### src/videoTimingPkg.sv
// Beam timing definitions shared by the counter, the layer stages
// and the fetch stage

package videoTimingPkg;

	//////////////////////////////
	// Counter sizes
	//////////////////////////////

	// Horizontal counter width, 512 pixel clocks per line at most
	localparam int hCount = 9;

	// Vertical counter width, 512 lines per frame at most
	localparam int vCount = 9;

	// H bit that splits RAM time between the layers
	// Toggles every two pixel clocks
	localparam int phaseBit = 1;

	//////////////////////////////
	// Beam position
	//////////////////////////////

	// Registered beam position as seen by the layer stages
	// Phase is a copy of h bit 1
	// 0 selects layer A, 1 selects layer B
	typedef struct packed {
		logic [hCount-1:0] h;
		logic [vCount-1:0] v;
		logic              phase;
	} beamPos;

endpackage

### src/tilemapPkg.sv
// Tilemap layer definitions
// Scroll settings, RAM fetch words and tile code sizes

package tilemapPkg;

	//////////////////////////////
	// Sizes
	//////////////////////////////

	// Two scrolling layers, A and B
	localparam int numLayers = 2;

	// Scroll offsets cover the full 512 counter range
	localparam int scrollW = 9;
	localparam int bankW   = 3;

	// Pixel offset inside an 8x8 tile
	localparam int fineW = 3;

	// 64 columns by 32 rows of tiles per layer
	localparam int tileColW = 6;
	localparam int tileRowW = 5;

	// Per-layer RAM address, row + column + byte select
	localparam int layerAddrW = tileRowW + tileColW + 1;

	// Layer bit on top of the per-layer address
	localparam int ramAddrW = layerAddrW + 1;

	// Tile code, low byte plus 3 bits from the attribute byte
	localparam int codeHighW = 3;
	localparam int tileCodeW = 8 + codeHighW;

	// Graphics ROM address, tile code then fine Y
	localparam int gfxAddrW = tileCodeW + fineW;

	//////////////////////////////
	// Register map, low 2 bits
	//////////////////////////////

	localparam logic [1:0] regScrollXHigh = 2'd0;
	localparam logic [1:0] regScrollXLow  = 2'd1;
	localparam logic [1:0] regScrollY     = 2'd2;
	localparam logic [1:0] regBank        = 2'd3;

	//////////////////////////////
	// Structs
	//////////////////////////////

	// Settings for one layer as written by the CPU
	typedef struct packed {
		logic [scrollW-1:0] scrollX;
		logic [scrollW-1:0] scrollY;
		logic [bankW-1:0]   bank;
	} layerScroll;

	// Tilemap RAM word address inside one layer
	typedef struct packed {
		logic [tileRowW-1:0] row;
		logic [tileColW-1:0] col;
		logic                byteSel;
	} tileAddr;

	// One layer stage output per pixel clock
	typedef struct packed {
		tileAddr          ramAddr;
		logic [fineW-1:0] fineX;
		logic [fineW-1:0] fineY;
	} layerFetch;

endpackage

### src/beamCounter.sv
`timescale 1ns/10ps

// Beam counters locked to the external sync strobes
module beamCounter (
	input  logic                   CLK_6M,
	input  logic                   rstN,
	input  logic                   hSyncN,
	input  logic                   vSyncN,
	output videoTimingPkg::beamPos beam
);

	// Previous strobe levels
	logic hSyncD;
	logic vSyncD;

	// Falling edge seen this cycle
	logic hFall;
	logic vFall;

	logic [videoTimingPkg::hCount-1:0] hReg;
	logic [videoTimingPkg::vCount-1:0] vReg;

	assign hFall = hSyncD & ~hSyncN;
	assign vFall = vSyncD & ~vSyncN;

	// Strobes idle high, so reset to the idle level
	always_ff @(posedge CLK_6M) begin
		if (!rstN) begin
			hSyncD <= 1'b1;
			vSyncD <= 1'b1;
		end else begin
			hSyncD <= hSyncN;
			vSyncD <= vSyncN;
		end
	end

	// Horizontal position
	// Wraps at 512 if no strobe comes
	always_ff @(posedge CLK_6M) begin
		if (!rstN) begin
			hReg <= '0;
		end else if (hFall) begin
			hReg <= '0;
		end else begin
			hReg <= hReg + 1'b1;
		end
	end

	// Line count, steps once per line start
	// Frame start wins over the line step
	always_ff @(posedge CLK_6M) begin
		if (!rstN) begin
			vReg <= '0;
		end else if (vFall) begin
			vReg <= '0;
		end else if (hFall) begin
			vReg <= vReg + 1'b1;
		end
	end

	// Phase taken straight from the counter, no extra clock
	assign beam = '{h: hReg, v: vReg, phase: hReg[videoTimingPkg::phaseBit]};

endmodule

### src/scrollRegs.sv
`timescale 1ns/10ps

// CPU register port for the scroll and bank settings
//
// regAddr[2]   layer, 0 = A, 1 = B
// regAddr[1:0] field
//   0  scrollX bit 8 from data bit 0
//   1  scrollX low byte
//   2  scrollY low byte, bit 8 cleared
//   3  bank from data bits 2:0
module scrollRegs (
	input  logic                   CLK_6M,
	input  logic                   rstN,
	input  logic                   regWe,
	input  logic [2:0]             regAddr,
	input  logic [7:0]             regData,
	output tilemapPkg::layerScroll scrollA,
	output tilemapPkg::layerScroll scrollB
);

	// Settings of the addressed layer, before and after the write
	tilemapPkg::layerScroll current;
	tilemapPkg::layerScroll updated;

	assign current = regAddr[2] ? scrollB : scrollA;

	//////////////////////////////
	// Field decode
	//////////////////////////////

	// Only one field changes per write
	always_comb begin
		updated = current;
		case (regAddr[1:0])
			tilemapPkg::regScrollXHigh: begin
				updated.scrollX[tilemapPkg::scrollW-1] = regData[0];
			end
			tilemapPkg::regScrollXLow: begin
				updated.scrollX[7:0] = regData;
			end
			tilemapPkg::regScrollY: begin
				// Vertical scroll stays inside the 256-line map
				updated.scrollY = {1'b0, regData};
			end
			tilemapPkg::regBank: begin
				updated.bank = regData[tilemapPkg::bankW-1:0];
			end
		endcase
	end

	//////////////////////////////
	// Storage
	//////////////////////////////

	// Write pulse is one cycle wide
	// New value shows the cycle after
	always_ff @(posedge CLK_6M) begin
		if (!rstN) begin
			scrollA <= '0;
			scrollB <= '0;
		end else if (regWe) begin
			if (regAddr[2]) begin
				scrollB <= updated;
			end else begin
				scrollA <= updated;
			end
		end
	end

endmodule

### src/layerAddrGen.sv
`timescale 1ns/10ps

// One layer stage
// Beam position in, tilemap RAM address and fine offsets out
// One cycle from beam to fetch
module layerAddrGen (
	input  logic                   CLK_6M,
	input  logic                   rstN,
	input  logic                   flip,
	input  videoTimingPkg::beamPos beam,
	input  tilemapPkg::layerScroll scroll,
	output tilemapPkg::layerFetch  fetch
);

	//////////////////////////////
	// Screen to map coordinates
	//////////////////////////////

	// Beam coordinates after flip
	logic [videoTimingPkg::hCount-1:0] hView;
	logic [videoTimingPkg::vCount-1:0] vView;

	// Map coordinates, 512 wide and tall
	logic [tilemapPkg::scrollW-1:0] x;
	logic [tilemapPkg::scrollW-1:0] y;

	// Flipped screen counts backwards in both axes
	assign hView = flip ? ~beam.h : beam.h;
	assign vView = flip ? ~beam.v : beam.v;

	// Sums wrap at 512
	assign x = hView + scroll.scrollX;
	assign y = vView + scroll.scrollY;

	//////////////////////////////
	// Fetch word
	//////////////////////////////

	// Column from x bits 8:3
	// Row from y bits 7:3, only 32 rows in the map
	// Byte select follows the unflipped beam so both bytes
	// of a tile come out in the same order either way
	always_ff @(posedge CLK_6M) begin
		if (!rstN) begin
			fetch <= '0;
		end else begin
			fetch.ramAddr.row     <= y[tilemapPkg::fineW +: tilemapPkg::tileRowW];
			fetch.ramAddr.col     <= x[tilemapPkg::fineW +: tilemapPkg::tileColW];
			fetch.ramAddr.byteSel <= beam.h[0];
			// Pixel position inside the tile
			fetch.fineX           <= x[tilemapPkg::fineW-1:0];
			fetch.fineY           <= y[tilemapPkg::fineW-1:0];
		end
	end

endmodule

### src/tileFetchMux.sv
`timescale 1ns/10ps

// Tilemap RAM sharing and graphics address assembly
//
// Cycle t   beam on input
// Cycle t+1 layer fetch valid, RAM address out
// Cycle t+2 RAM data in, bytes captured
// Cycle t+3 graphics address and valid pulse
module tileFetchMux (
	input  logic                              CLK_6M,
	input  logic                              rstN,
	input  videoTimingPkg::beamPos            beam,
	input  tilemapPkg::layerFetch             fetchA,
	input  tilemapPkg::layerFetch             fetchB,
	// Layer bank attributes, outside the ROM address
	input  logic [2:0]                        bankA,
	input  logic [2:0]                        bankB,
	input  logic                              cpuSel,
	input  logic                              cpuWe,
	input  logic [tilemapPkg::ramAddrW-1:0]   cpuAddr,
	input  logic [7:0]                        cpuWrData,
	output logic [7:0]                        cpuRdData,
	output logic [tilemapPkg::ramAddrW-1:0]   ramAddr,
	output logic [7:0]                        ramWrData,
	input  logic [7:0]                        ramRdData,
	output logic                              ramWe,
	output logic                              ramOe,
	output logic [tilemapPkg::gfxAddrW-1:0]   gfxAddrA,
	output logic [tilemapPkg::gfxAddrW-1:0]   gfxAddrB,
	output logic                              gfxValidA,
	output logic                              gfxValidB,
	output logic                              hA2,
	output logic                              hB2
);

	// Address stage
	logic                               slotLayer;
	tilemapPkg::layerFetch              slotFetch;

	// Data stage, what the RAM is returning now
	logic                               rdVideo;
	logic                               rdLayer;
	logic                               rdByte;
	logic [tilemapPkg::fineW-1:0]       rdFineY;
	logic                               cpuRdPend;
	logic [7:0]                         cpuRdHold;

	// Low code bytes waiting for their attribute byte
	logic [7:0]                         codeLow [tilemapPkg::numLayers];
	logic [tilemapPkg::numLayers-1:0]   haveLow;
	logic [tilemapPkg::tileCodeW-1:0]   tileCode;
	logic                               fetchDone;

	//////////////////////////////
	// RAM port
	//////////////////////////////

	// Layer bit is the beam phase, delayed to line up with the fetch
	assign slotFetch = slotLayer ? fetchB : fetchA;

	// CPU takes the RAM outright
	assign ramAddr   = cpuSel ? cpuAddr : {slotLayer, slotFetch.ramAddr};
	assign ramWe     = cpuSel & cpuWe;
	assign ramOe     = cpuSel ? ~cpuWe : 1'b1;
	assign ramWrData = cpuWrData;

	// Read data straight from the RAM register, then held
	assign cpuRdData = cpuRdPend ? ramRdData : cpuRdHold;

	always_ff @(posedge CLK_6M) begin
		if (!rstN) begin
			slotLayer <= 1'b0;
			rdVideo   <= 1'b0;
			rdLayer   <= 1'b0;
			cpuRdPend <= 1'b0;
		end else begin
			slotLayer <= beam.phase;
			rdVideo   <= ~cpuSel;
			rdLayer   <= slotLayer;
			cpuRdPend <= cpuSel & ~cpuWe;
		end
	end

	always_ff @(posedge CLK_6M) begin
		rdByte  <= slotFetch.ramAddr.byteSel;
		rdFineY <= slotFetch.fineY;
		if (cpuRdPend) begin
			cpuRdHold <= ramRdData;
		end
	end

	//////////////////////////////
	// Byte capture
	//////////////////////////////

	// Attribute byte with a low byte held from the same slot
	assign fetchDone = rdVideo & rdByte & haveLow[rdLayer];
	assign tileCode  = {ramRdData[tilemapPkg::codeHighW-1:0], codeLow[rdLayer]};

	// Low byte arms the slot, attribute byte ends it
	// CPU cycle in the slot throws it away
	always_ff @(posedge CLK_6M) begin
		if (!rstN) begin
			haveLow <= '0;
		end else begin
			haveLow[rdLayer] <= rdVideo & ~rdByte;
		end
	end

	always_ff @(posedge CLK_6M) begin
		if (rdVideo && !rdByte) begin
			codeLow[rdLayer] <= ramRdData;
		end
	end

	//////////////////////////////
	// Graphics outputs
	//////////////////////////////

	always_ff @(posedge CLK_6M) begin
		if (!rstN) begin
			gfxValidA <= 1'b0;
			gfxValidB <= 1'b0;
			hA2       <= 1'b0;
			hB2       <= 1'b0;
		end else begin
			gfxValidA <= fetchDone & ~rdLayer;
			gfxValidB <= fetchDone & rdLayer;
			// Half-tile flag for the pixel shifters
			hA2       <= fetchA.fineX[tilemapPkg::fineW-1];
			hB2       <= fetchB.fineX[tilemapPkg::fineW-1];
		end
	end

	always_ff @(posedge CLK_6M) begin
		if (fetchDone && !rdLayer) begin
			gfxAddrA <= {tileCode, rdFineY};
		end
		if (fetchDone && rdLayer) begin
			gfxAddrB <= {tileCode, rdFineY};
		end
	end

endmodule

### src/tilemapAddrGen.sv
`timescale 1ns/10ps

// Two-layer tilemap address generator
// Beam counter, per-layer stages and the shared RAM fetch
module tilemapAddrGen (
	input  logic                            CLK_6M,
	input  logic                            rstN,
	input  logic                            hSyncN,
	input  logic                            vSyncN,
	input  logic                            flip,
	// Scroll register port
	input  logic                            regWe,
	input  logic [2:0]                      regAddr,
	input  logic [7:0]                      regData,
	// CPU side of the tilemap RAM
	input  logic                            cpuSel,
	input  logic                            cpuWe,
	input  logic [tilemapPkg::ramAddrW-1:0] cpuAddr,
	input  logic [7:0]                      cpuWrData,
	output logic [7:0]                      cpuRdData,
	// Tilemap RAM
	output logic [tilemapPkg::ramAddrW-1:0] ramAddr,
	output logic [7:0]                      ramWrData,
	input  logic [7:0]                      ramRdData,
	output logic                            ramWe,
	output logic                            ramOe,
	// Graphics ROM side
	output logic [tilemapPkg::gfxAddrW-1:0] gfxAddrA,
	output logic [tilemapPkg::gfxAddrW-1:0] gfxAddrB,
	output logic                            gfxValidA,
	output logic                            gfxValidB,
	output logic                            hA2,
	output logic                            hB2
);

	videoTimingPkg::beamPos beam;
	tilemapPkg::layerScroll scrollA;
	tilemapPkg::layerScroll scrollB;
	tilemapPkg::layerFetch  fetchA;
	tilemapPkg::layerFetch  fetchB;

	beamCounter beamCounter_i (
		.CLK_6M (CLK_6M),
		.rstN   (rstN),
		.hSyncN (hSyncN),
		.vSyncN (vSyncN),
		.beam   (beam)
	);

	scrollRegs scrollRegs_i (
		.CLK_6M  (CLK_6M),
		.rstN    (rstN),
		.regWe   (regWe),
		.regAddr (regAddr),
		.regData (regData),
		.scrollA (scrollA),
		.scrollB (scrollB)
	);

	// Layer A
	layerAddrGen layerA_i (
		.CLK_6M (CLK_6M),
		.rstN   (rstN),
		.flip   (flip),
		.beam   (beam),
		.scroll (scrollA),
		.fetch  (fetchA)
	);

	// Layer B
	layerAddrGen layerB_i (
		.CLK_6M (CLK_6M),
		.rstN   (rstN),
		.flip   (flip),
		.beam   (beam),
		.scroll (scrollB),
		.fetch  (fetchB)
	);

	tileFetchMux tileFetchMux_i (
		.CLK_6M    (CLK_6M),
		.rstN      (rstN),
		.beam      (beam),
		.fetchA    (fetchA),
		.fetchB    (fetchB),
		.bankA     (scrollA.bank),
		.bankB     (scrollB.bank),
		.cpuSel    (cpuSel),
		.cpuWe     (cpuWe),
		.cpuAddr   (cpuAddr),
		.cpuWrData (cpuWrData),
		.cpuRdData (cpuRdData),
		.ramAddr   (ramAddr),
		.ramWrData (ramWrData),
		.ramRdData (ramRdData),
		.ramWe     (ramWe),
		.ramOe     (ramOe),
		.gfxAddrA  (gfxAddrA),
		.gfxAddrB  (gfxAddrB),
		.gfxValidA (gfxValidA),
		.gfxValidB (gfxValidB),
		.hA2       (hA2),
		.hB2       (hB2)
	);

endmodule

### config.mk
export PLATFORM = sky130hd
export DESIGN_NAME = tilemapAddrGen
export DESIGN_NICKNAME = d
export VERILOG_FILES = /design/src/videoTimingPkg.sv /design/src/tilemapPkg.sv /design/src/beamCounter.sv /design/src/scrollRegs.sv /design/src/layerAddrGen.sv /design/src/tileFetchMux.sv /design/src/tilemapAddrGen.sv
export SDC_FILE = /design/constraint.sdc
export NUM_CORES = 1
export LEC_CHECK = 0
export BUFFER_PORTS_ARGS = -buffer_cell sky130_fd_sc_hd__clkbuf_2
export CORE_ASPECT_RATIO = 1.5
export CORE_MARGIN = 2
export CORE_UTILIZATION = 50
export DETAILED_ROUTE_END_ITERATION = 8
export PLACE_DENSITY = 0.73
export SYNTH_ARGS = -nofsm -noshare
export SYNTH_HDL_FRONTEND = slang
export SYNTH_SLANG_ARGS = --single-unit
export TNS_END_PERCENT = 10
### constraint.sdc
create_clock -name CLK_6M -period 3.1 [get_ports CLK_6M]
set_input_delay 0.465 -clock CLK_6M [delete_from_list [all_inputs] [get_ports CLK_6M]]
set_output_delay 0.465 -clock CLK_6M [all_outputs]
set_load 0.03 [all_outputs]
==> parameters.txt, run 1 <==
Parameter                              Value

Run status
  Status    completed

Worst hold path
  Start point of the worst min-delay path    cpuWe
  Worst hold endpoint    tileFetchMux_i.cpuRdPend$_SDFF_PN0_
  Hold path cells    2
  Worst Hold Class    in -> reg

Synthesis
  Post-synth EDFFs    44
  Gate count of the mapped netlist    616
  Cell variety after synth    51
  Cell Area, Synth    0.00667 mm2
  Share of the synthesized area in the top cell type    32.1%
  Synth warn    0
  Cell taking the most area after synthesis    dfxtp_1
  Cells taking the most area after synthesis    dfxtp_1, edfxtp_1, mux2i_1, ha_1, nand2_1
  Top_reg_cell synth    dfxtp_1
  Most common cell in the netlist    dfxtp_1
  Async set-reset flop share out of synthesis    0%
  Flops & latches, synth    151
  Post-Synthesis Net Count    696
  Top post-synthesis cells by count    dfxtp_1, nand2_1, nor2_1
  Avg Inst Size Synth    10.8 um2
  Seq/Total Area, Yosys    51.9%

STA
  Period utilisation layout    79.0%
  Least setup slack across all paths after layout    0.652 ns
  Final setup fails    0
  Slew @ Worst Pin    0.943 ns
  Post-Route Setup TNS    0 ns
  Final Slew Violations    0
  Final Skew    0.00719 ns
  RSZ-0062 raised after global routing    false
  Number of hold violations in the final report    0
  Final min period    2.45 ns
  Relative max-transition margin    37.1%
  Maximum frequency from static timing analysis    0.408 GHz

Clock tree
  Clk_lat worst skew    0.41 ns
  Clock buffer count from CTS    17
  Clock Sink Count    151
  Root Buffer Master    clkbuf_16
  Post-CTS setup-driven buffer insertion count    0
  Total of cells resized after clock tree synthesis    0
  TritonCTS clock tree    done
  Largest buffer count on any clock path    2
  Number of H-tree branching levels    4
  Hold Buf Count CTS    0
  Clock slew at the register clock pins of the worst setup and hold paths    0.06 ns

Floorplan
  Area inside the core boundary    0.0130 mm2
  Die X-Extent    98.3 um
  Die outline height    145 um
  Core Rows    51
  Area enclosed by the die boundary    0.0143 mm2
  Boundary Pins    111
  Initial cell density of the core    51.2%

Pwr
  Peak supply drop    0.000336 V
  Static Leakage    3.25 nW
  Pwr Density    601 mW/mm2
  Final Total Pwr    4.71 mW

Route
  Iter 0 DRT Violations    202
  Via/cell ratio    5.38
  Final routed wire length divided by cell count    16.1 um
  TritonRoute pass-1 iters    5
  Post-route antenna net violation count    0
  Final Routed Wirelength    14100 um
  Detailed-route via count    4708
  Post-route DRC    0

Worst setup path
  Endpoint kind of the worst setup timing path    flop
  Critical path peak fanout    18
  Standard cell with the maximum stage delay on the critical path    clkbuf_2
  WP data required    3.43 ns
  Worst setup SP type    input pin
  Arr. time, crit path    2.78 ns
  Worst Reg-to-Reg Cells    6
  Startpoint of the most critical register-to-register path    beamCounter_i.vReg[1]$_SDFFE_PP0P_
  Type of the worst setup path    in -> reg
  Largest stage delay, worst path    0.54 ns
  Crit path buf inv count    1
  Family with the most delay on the worst path    compound AO/OA/AOI/OAI gates
  Worst path cell trace    clkbuf_2 -> xor2_1 -> ha_1 -> a211oi_1 -> o21bai_1 -> a21oi_1 -> mux2i_1
  Capture point of the worst reg-to-reg path    layerA_i.fetch[15]$_SDFF_PN0_
  Minimum setup slack among reg-to-reg paths    0.89 ns

Placement
  Port Buffer Count    94
  HPWL after detailed placement    10500 um
  Post-placement cell area    0.00722 mm2
  RePlAce Congestion    0.846
  Worst slack at placement    0.274 ns

Flow run
  Number of max-capacitance violations reported    0

GRT
  GRT Resource Usage Total    20.1%
  Via count of the first global-routing pass    4645
  Final global-route overflow total    0
  Largest net degree at the start of global routing    49
  Antenna violations before repair    0
  Global-route wire length before repair    22800 um

Finish
  Area growth, synth to finish    17.3%
  Final core utilization    60.1%
  Layout net count    783
  Antenna cells    0
  Design Area, Final    0.00783 mm2
  Fraction of layout instances using a drive strength above 1    22.6%
==> kinds of logic after synthesis <==
| logic type | synth area share [%] |
|---|---|
| multiplexers | 9.40 |
| buffers and inverters | 3.13 |
| AND/OR/NAND/NOR | 14.3 |
| flip-flops | 51.9 |
| adder cells (fa/ha/maj) | 6.23 |
| XOR/XNOR | 5.93 |
| AO/OA/AOI/OAI | 9.06 |
==> metrics by stage <==
| stage | hold WS, ns | cells |
|---|---|---|
| 3_3_place_gp | 0.386 | 843 |
| 4_1_cts | 0.229 | 875 |
| 5_1_grt | 0.232 | 875 |
| 2_1_floorplan | 0.327 | 616 |
| 3_5_place_dp | 0.382 | 843 |
| 6_report | 0.246 | 875 |
==> power breakdown <==
group	leakage (nW)	internal, mW	switching, mW	total [mW]
Sequential	1.28	2.11	0.0394	2.15
Clock	0.291	1.31	0.777	2.09
Combinational	1.68	0.172	0.289	0.461
Total	3.25	3.60	1.11	4.71
==> metal layers <==
layer / share of wire, % / global-route usage (%) / up-vias
li1: - / - / 2332
met1: 41 / 23.2 / 2210
met2: 52 / 35.7 / 141
met3: 4.8 / 4.95 / 25
met4: 2.1 / 7.47 / 0
met5: 0 / 0 / -
==> flip-flops by register name, indices dropped and copies added (netlist names), 8 cells and up, named ones only <==
register                  cells
scrollRegs_i.scrollA         17
scrollRegs_i.scrollB         17
layerB_i.fetch               16
tileFetchMux_i.codeLow       16
layerA_i.fetch               15
tileFetchMux_i.gfxAddrA      14
tileFetchMux_i.gfxAddrB      14
beamCounter_i.hReg            9
beamCounter_i.vReg            8
tileFetchMux_i.cpuRdHold      8
==> placed cells by master (no fill, tap or decap), types with 12 or more instances in the layout <==
cell type  instances
nand2b_1          14
xnor2_1           16
mux2_2            21
edfxtp_1          44
mux2i_1           39
xor2_1            26
nand2_1           66
o21ai_0           21
dfxtp_1          107
clkbuf_16         18
inv_1             13
nor2_1            49
and2_1            12
ha_1              30
a21oi_1           28
clkbuf_2          94
==> worst max-delay path by stage <==
stage,from,end,slack [ns],cells after the start
floorplan,flip,layerA_i.fetch[15]$_SDFF_PN0_,0.75,8
global placement,flip,layerB_i.fetch[14]$_SDFF_PN0_,0.47,8
detailed placement,flip,layerA_i.fetch[15]$_SDFF_PN0_,0.27,7
CTS,tileFetchMux_i.slotLayer$_SDFF_PN0_,ramAddr[10],0.67,3
global route,flip,layerA_i.fetch[15]$_SDFF_PN0_,0.51,7
finish,flip,layerA_i.fetch[15]$_SDFF_PN0_,0.65,7
==> cell type report <==
type	count	area [um2]
clock buffer	21	462
sequential	151	3460
timing repair buffer	99	508
fill	1086	5190
multi-input combinational	421	3000
inverter	13	48.8
tap	159	199
clock inverter	11	145
==> worst reg2reg max path, cell delays in order, from the launching register on <==
cell and delay [ns]:
dfxtp_1 0.39, xor2_1 0.42, ha_1 0.35, a211oi_1 0.35
o21bai_1 0.17, a21oi_1 0.21, mux2i_1 0.23
No activity file was read; power rests on OpenSTA's default activity.
==> run 2, diff against run 1 <==
--- a/config.mk
+++ b/config.mk
@@ -10,7 +10,7 @@
 export CORE_MARGIN = 2
 export CORE_UTILIZATION = 50
 export DETAILED_ROUTE_END_ITERATION = 8
-export PLACE_DENSITY = 0.73
+export PLACE_DENSITY = 0.76
 export SYNTH_ARGS = -nofsm -noshare
 export SYNTH_HDL_FRONTEND = slang
 export SYNTH_SLANG_ARGS = --single-unit
==> constraint.sdc (replaced) <==
create_clock -name CLK_6M -period 2.05 [get_ports CLK_6M]
set_input_delay 0.3075 -clock CLK_6M [delete_from_list [all_inputs] [get_ports CLK_6M]]
set_output_delay 0.3075 -clock CLK_6M [all_outputs]
set_load 0.03 [all_outputs]
==> run 2 against run 1 <==
Global-route usage increased by 1.2 points; routed wire length increased by 5.5%; critical path depth decreased by 1; largest power group unchanged; final area increased by 3.5%; worst hold slack got worse by 0.15 ns; core utilization increased by 2.1 points; critical endpoint is now layerB_i.fetch[11]$_SDFF_PN0_; non-clock buffer count increased by 33.
==> parameters.txt, run 2 (synthesized netlist as in run 1, its figures left out) <==
Parameter                              Value

Run status
  Status    completed

Finish
  Layout net count    816
  Largest registers in the final layout    scrollRegs_i.scrollA (17), scrollRegs_i.scrollB (17)
  Fraction of layout instances using a drive strength above 1    27.0%
  Filler cell count    1078
  Combined area of the multi-input logic cells    0.00303 mm2
  Total area of sequential cells    0.00346 mm2
  Commonest non-fill, non-tap cells in the layout    dfxtp_1, clkbuf_2, nand2_1, nor2_1, edfxtp_1
  Area growth, synth to finish    21.4%
  Antenna cells    0
  Commonest non-fill, non-tap cell in the layout    dfxtp_1
  Non-Filler Instances    908

Clock tree
  Clock slew at the register clock pins of the worst setup and hold paths    0.06 ns
  Number of H-tree branching levels    4
  Largest buffer count on any clock path    2
  Hold Buf Count CTS    0
  Clock buffer count from CTS    17
  Clock Sink Count    151
  TritonCTS clock tree    done
  Post-CTS setup-driven buffer insertion count    0
  Clk_lat worst skew    0.42 ns
  Root Buffer Master    clkbuf_16
  Total of cells resized after clock tree synthesis    0

Worst setup path
  Worst setup SP type    flop
  Type of the worst setup path    reg -> reg
  WP data required    2.38 ns
  Arr. time, crit path    2.28 ns
  Critical path peak fanout    4
  Endpoint kind of the worst setup timing path    flop

Worst hold path
  Worst Hold Class    in -> reg

Floorplan
  Initial cell density of the core    51.2%
  Area inside the core boundary    0.0130 mm2
  Die outline height    145 um
  Area enclosed by the die boundary    0.0143 mm2
  Boundary Pins    111
  Die X-Extent    98.3 um
  Core Rows    51

Pwr
  Static Leakage    3.43 nW
  Peak supply drop    0.000560 V
  Pwr Density    877 mW/mm2

GRT
  Largest net degree at the start of global routing    49
  Final global-route overflow total    0
  Antenna violations before repair    0
  GRT Resource Usage Total    21.3%
  Via count of the first global-routing pass    4984
  Global-route wire length before repair    24300 um

Placement
  Port Buffer Count    94
  Post-placement cell count    876
  HPWL after detailed placement    11300 um
  Worst slack at placement    -0.213 ns
  RePlAce Congestion    0.894

STA
  Final worst hold slack    0.0956 ns
  Least setup slack across all paths after layout    0.104 ns
  RSZ-0062 raised after global routing    true
  Relative max-transition margin    52.3%
  Final setup fails    0
  Final min period    1.95 ns
  Slew @ Worst Pin    0.715 ns
  Final Slew Violations    0
  Maximum frequency from static timing analysis    0.514 GHz
  Final Skew    0.0139 ns
  Period utilisation layout    94.9%
  Number of hold violations in the final report    0
  Post-Route Setup TNS    0 ns

Route
  Post-route antenna net violation count    0
  Via/cell ratio    5.47
  Detailed-route via count    4964
  TritonRoute pass-1 iters    4
  Final Routed Wirelength    14800 um
  Iter 0 DRT Violations    179
  Post-route DRC    0
  Final routed wire length divided by cell count    16.3 um

Flow run
  Number of max-capacitance violations reported    0
## run 2: changes by cell type in the layout (fill, tap and decap cells not counted), moves of 2 or more
cell     change
a21oi_1      -2
a21oi_2      +2
buf_4       +32
xor2_1       -2
xor2_2       +2
## run 2: metrics by stage
step | area, um2 | power, mW | util [%]
floorplan | 6690 | 3.83 | -
global placement | 7490 | 4.03 | 57.6
detailed placement | 7490 | 4.07 | 57.6
CTS | 8080 | 7.16 | 62.1
global route | 8100 | 7.38 | 62.2
finish | 8100 | 7.11 | 62.2
## run 2: critical path, stage by stage, from the launching register on
cell      delay (ns)
dfxtp_1         0.37
xor2_1          0.25
ha_1            0.32
nand4_1         0.19
o211ai_1        0.19
a221oi_2        0.32
mux2i_1         0.23
## run 2: power breakdown
group	internal [mW]	switching, mW	total [mW]
registers	3.20	0.0562	3.25
logic	0.299	0.458	0.757
clock network	1.91	1.18	3.10
## run 2: final timing paths
path / start / cells past startpoint / slack (ns) / to
max: beamCounter_i.hReg[3]$_SDFF_PP0_ / 6 / 0.10 / layerB_i.fetch[11]$_SDFF_PN0_
min: cpuWe / 2 / 0.1 / tileFetchMux_i.cpuRdPend$_SDFF_PN0_
max reg2reg: beamCounter_i.hReg[3]$_SDFF_PP0_ / 6 / 0.10 / layerB_i.fetch[11]$_SDFF_PN0_
min reg2reg: layerB_i.fetch[6]$_SDFF_PN0_ / 0 / 0.36 / tileFetchMux_i.rdByte$_DFF_P_
## run 2: layer usage
metal	global-route usage (%)	vias up	part of all wire [%]
met5	0	-	0
met2	39.6	148	55
met4	10.0	0	3.1
met1	22.8	2385	38
li1	-	2398	-
met3	4.03	33	4.0
## run 2: cell type report
cell class / count / share of cell area [%]
clock inverter: 12 / 1.87
sequential: 151 / 42.8
inverter: 13 / 0.603
multi-input combinational: 421 / 37.4
clock buffer: 20 / 5.39
timing repair buffer: 132 / 9.49
tap: 159 / 2.46
==> run 3, diff against run 2 <==
--- a/config.mk
+++ b/config.mk
@@ -10,7 +10,7 @@
 export CORE_MARGIN = 2
 export CORE_UTILIZATION = 50
 export DETAILED_ROUTE_END_ITERATION = 8
-export PLACE_DENSITY = 0.76
+export PLACE_DENSITY = 0.75
 export SYNTH_ARGS = -nofsm -noshare
 export SYNTH_HDL_FRONTEND = slang
 export SYNTH_SLANG_ARGS = --single-unit
==> constraint.sdc (replaced) <==
create_clock -name CLK_6M -period 1.6 [get_ports CLK_6M]
set_input_delay 0.24 -clock CLK_6M [delete_from_list [all_inputs] [get_ports CLK_6M]]
set_output_delay 0.24 -clock CLK_6M [all_outputs]
set_load 0.03 [all_outputs]
==> run 3 against run 2 <==
The flow now finishes with violations (setup timing); clock power increased by 17%; sequential power grew 28%; count of clock-buffer cells in the layout is 1 lower; clock skew shrank 0.0014 ns; via count is 1.3% higher; highest routed layer unchanged; routed wire length is 3.4% higher; critical path type unchanged; combinational power rose by 53%.
==> parameters.txt, run 3 (synthesized netlist as in run 1, its figures left out) <==
Parameter                              Value

Clock tree
  Clock slew at the register clock pins of the worst setup and hold paths    0.06 ns
  TritonCTS clock tree    done
  Clk_lat worst skew    0.42 ns
  Largest buffer count on any clock path    2
  Root Buffer Master    clkbuf_16
  Clock Sink Count    151
  Clock buffer count from CTS    17
  Number of H-tree branching levels    4

Worst setup path
  Critical path endpoint    layerB_i.fetch[12]$_SDFF_PN0_
  Type of the worst setup path    reg -> reg
  Arr. time, crit path    2.20 ns
  Worst setup SP type    flop
  Capture point of the worst reg-to-reg path    layerB_i.fetch[12]$_SDFF_PN0_
  Standard cell with the maximum stage delay on the critical path    dfxtp_4
  Endpoint kind of the worst setup timing path    flop
  Largest stage delay, worst path    0.37 ns
  Worst Setup SP    beamCounter_i.hReg[2]$_SDFF_PP0_
  Critical path peak fanout    3
  Worst path cell trace    xor2_4 -> ha_4 -> nand4_1 -> buf_4 -> o2111ai_4 -> a221oi_2 -> mux2i_1
  WP data required    1.94 ns
  Startpoint of the most critical register-to-register path    beamCounter_i.hReg[2]$_SDFF_PP0_
  Minimum setup slack among reg-to-reg paths    -0.26 ns
  Worst Reg-to-Reg Cells    7

Finish
  Design Area, Final    0.00873 mm2
  Commonest non-fill, non-tap cells in the layout    dfxtp_1, clkbuf_2, buf_4, nand2_1, nor2_1
  Area growth, synth to finish    30.8%
  Largest registers in the final layout    scrollRegs_i.scrollA (17), scrollRegs_i.scrollB (17)
  Layout net count    849
  Final core utilization    67.1%
  Commonest non-fill, non-tap cell in the layout    dfxtp_1
  Antenna cells    0
  Fraction of layout instances using a drive strength above 1    35.0%

Placement
  Port Buffer Count    94
  Post-placement cell area    0.00777 mm2
  RePlAce Congestion    0.908
  HPWL after detailed placement    11200 um
  Worst slack at placement    -0.625 ns

STA
  RSZ-0062 raised after global routing    true
  Number of hold violations in the final report    0
  Relative max-transition margin    63.4%
  Least setup slack across all paths after layout    -0.258 ns
  Period utilisation layout    116%
  Final Skew    0.0125 ns
  Post-Route Setup TNS    -3.92 ns
  Final setup fails    32
  Slew @ Worst Pin    0.545 ns
  Final min period    1.86 ns
  Maximum frequency from static timing analysis    0.538 GHz
  Final Slew Violations    0

Floorplan
  Die outline height    145 um
  Area inside the core boundary    0.0130 mm2
  Core Rows    51
  Die X-Extent    98.3 um
  Area enclosed by the die boundary    0.0143 mm2
  Initial cell density of the core    51.2%
  Boundary Pins    111

Worst hold path
  Worst Hold Class    in -> reg
  Start point of the worst min-delay path    vSyncN
  Hold path cells    2

Pwr
  Pwr Density    1030 mW/mm2
  Static Leakage    3.68 nW
  Final Total Pwr    8.97 mW
  Peak supply drop    0.000761 V

GRT
  Antenna violations before repair    0
  Global-route wire length before repair    24100 um
  GRT Resource Usage Total    21.0%
  Final global-route overflow total    0
  Largest net degree at the start of global routing    40
  Via count of the first global-routing pass    5106

Route
  Final routed wire length divided by cell count    16.3 um
  Post-route DRC    0
  Iter 0 DRT Violations    207
  TritonRoute pass-1 iters    6
  Via/cell ratio    5.34
  Post-route antenna net violation count    0
  Final Routed Wirelength    15300 um
  Detailed-route via count    5027

Run status
  Failing checks    setup timing
  Status    complete, but fails checks

Flow run
  Number of max-capacitance violations reported    0
[run 3: cell types whose count changed in the layout (fill, tap and decap cells not counted), sizes merged]
cell,delta
dlygate4sd3,+1
clkinv,+2
inv,-2
bufinv,-2
buf,+46
clkinvlp,+3
clkbuf,-15
[run 3: worst min-delay path by stage]
stage               slack [ns]                             endpoint
floorplan                 0.31  tileFetchMux_i.cpuRdPend$_SDFF_PN0_
global placement          0.34        tileFetchMux_i.rdByte$_DFF_P_
detailed placement        0.36        tileFetchMux_i.rdByte$_DFF_P_
CTS                      0.008      beamCounter_i.vSyncD$_SDFF_PN1_
global route              0.02      beamCounter_i.vSyncD$_SDFF_PN1_
finish                    0.02      beamCounter_i.vSyncD$_SDFF_PN1_
[run 3: repair_timing]
action | in CTS | in global routing
endpoints found under the setup margin | 42 | 44
gates cloned | 0 | 0
resized for setup | 44 | 56
pin swaps | 13 | 11
hold endpoints to repair | 1 | 0
buffers inserted | 1 | 2
hold buffers | 1 | 0
[run 3: stage by stage]
step | instances | hold slack (ns)
after detailed placement | 905 | 0.360
after global routing | 941 | 0.0217
after CTS | 939 | 0.00823
after floorplan | 616 | 0.312
final | 941 | 0.0245
after global placement | 905 | 0.340
[run 3: cell type report]
cell class,instances,area (um2)
fill,985,4290
sequential,151,3480
multi-input combinational,421,3330
timing repair buffer,165,1130
clock buffer,19,433
tap,159,199
clock inverter,13,109
inverter,13,48.8
[run 3: critical path: cells and delay by family (launching register included)]
kind	cells	cell delay [ns]
XOR/XNOR	1	0.22
AND/OR/NAND/NOR	1	0.14
buffers and inverters	1	0.14
multiplexers	1	0.21
flip-flops	1	0.37
AO/OA/AOI/OAI	2	0.46
adder cells (fa/ha/maj)	1	0.24
[run 3: per-layer routing]
layer | global-route usage (%) | wire, um | vias up
li1 | - | - | 2471
met1 | 23.0 | 6070 | 2396
met2 | 38.3 | 8360 | 144
met3 | 4.80 | 689 | 16
met4 | 8.97 | 223 | 0
met5 | 0 | 0 | -
[run 3: power breakdown]
| part | total (mW) | switching [mW] | internal, mW | leakage, nW |
|---|---|---|---|---|
| registers | 4.17 | 0.0750 | 4.09 | 1.28 |
| clock network | 3.64 | 1.52 | 2.12 | 0.254 |
| logic | 1.16 | 0.633 | 0.531 | 2.15 |
| total | 8.97 | 2.22 | 6.74 | 3.68 |
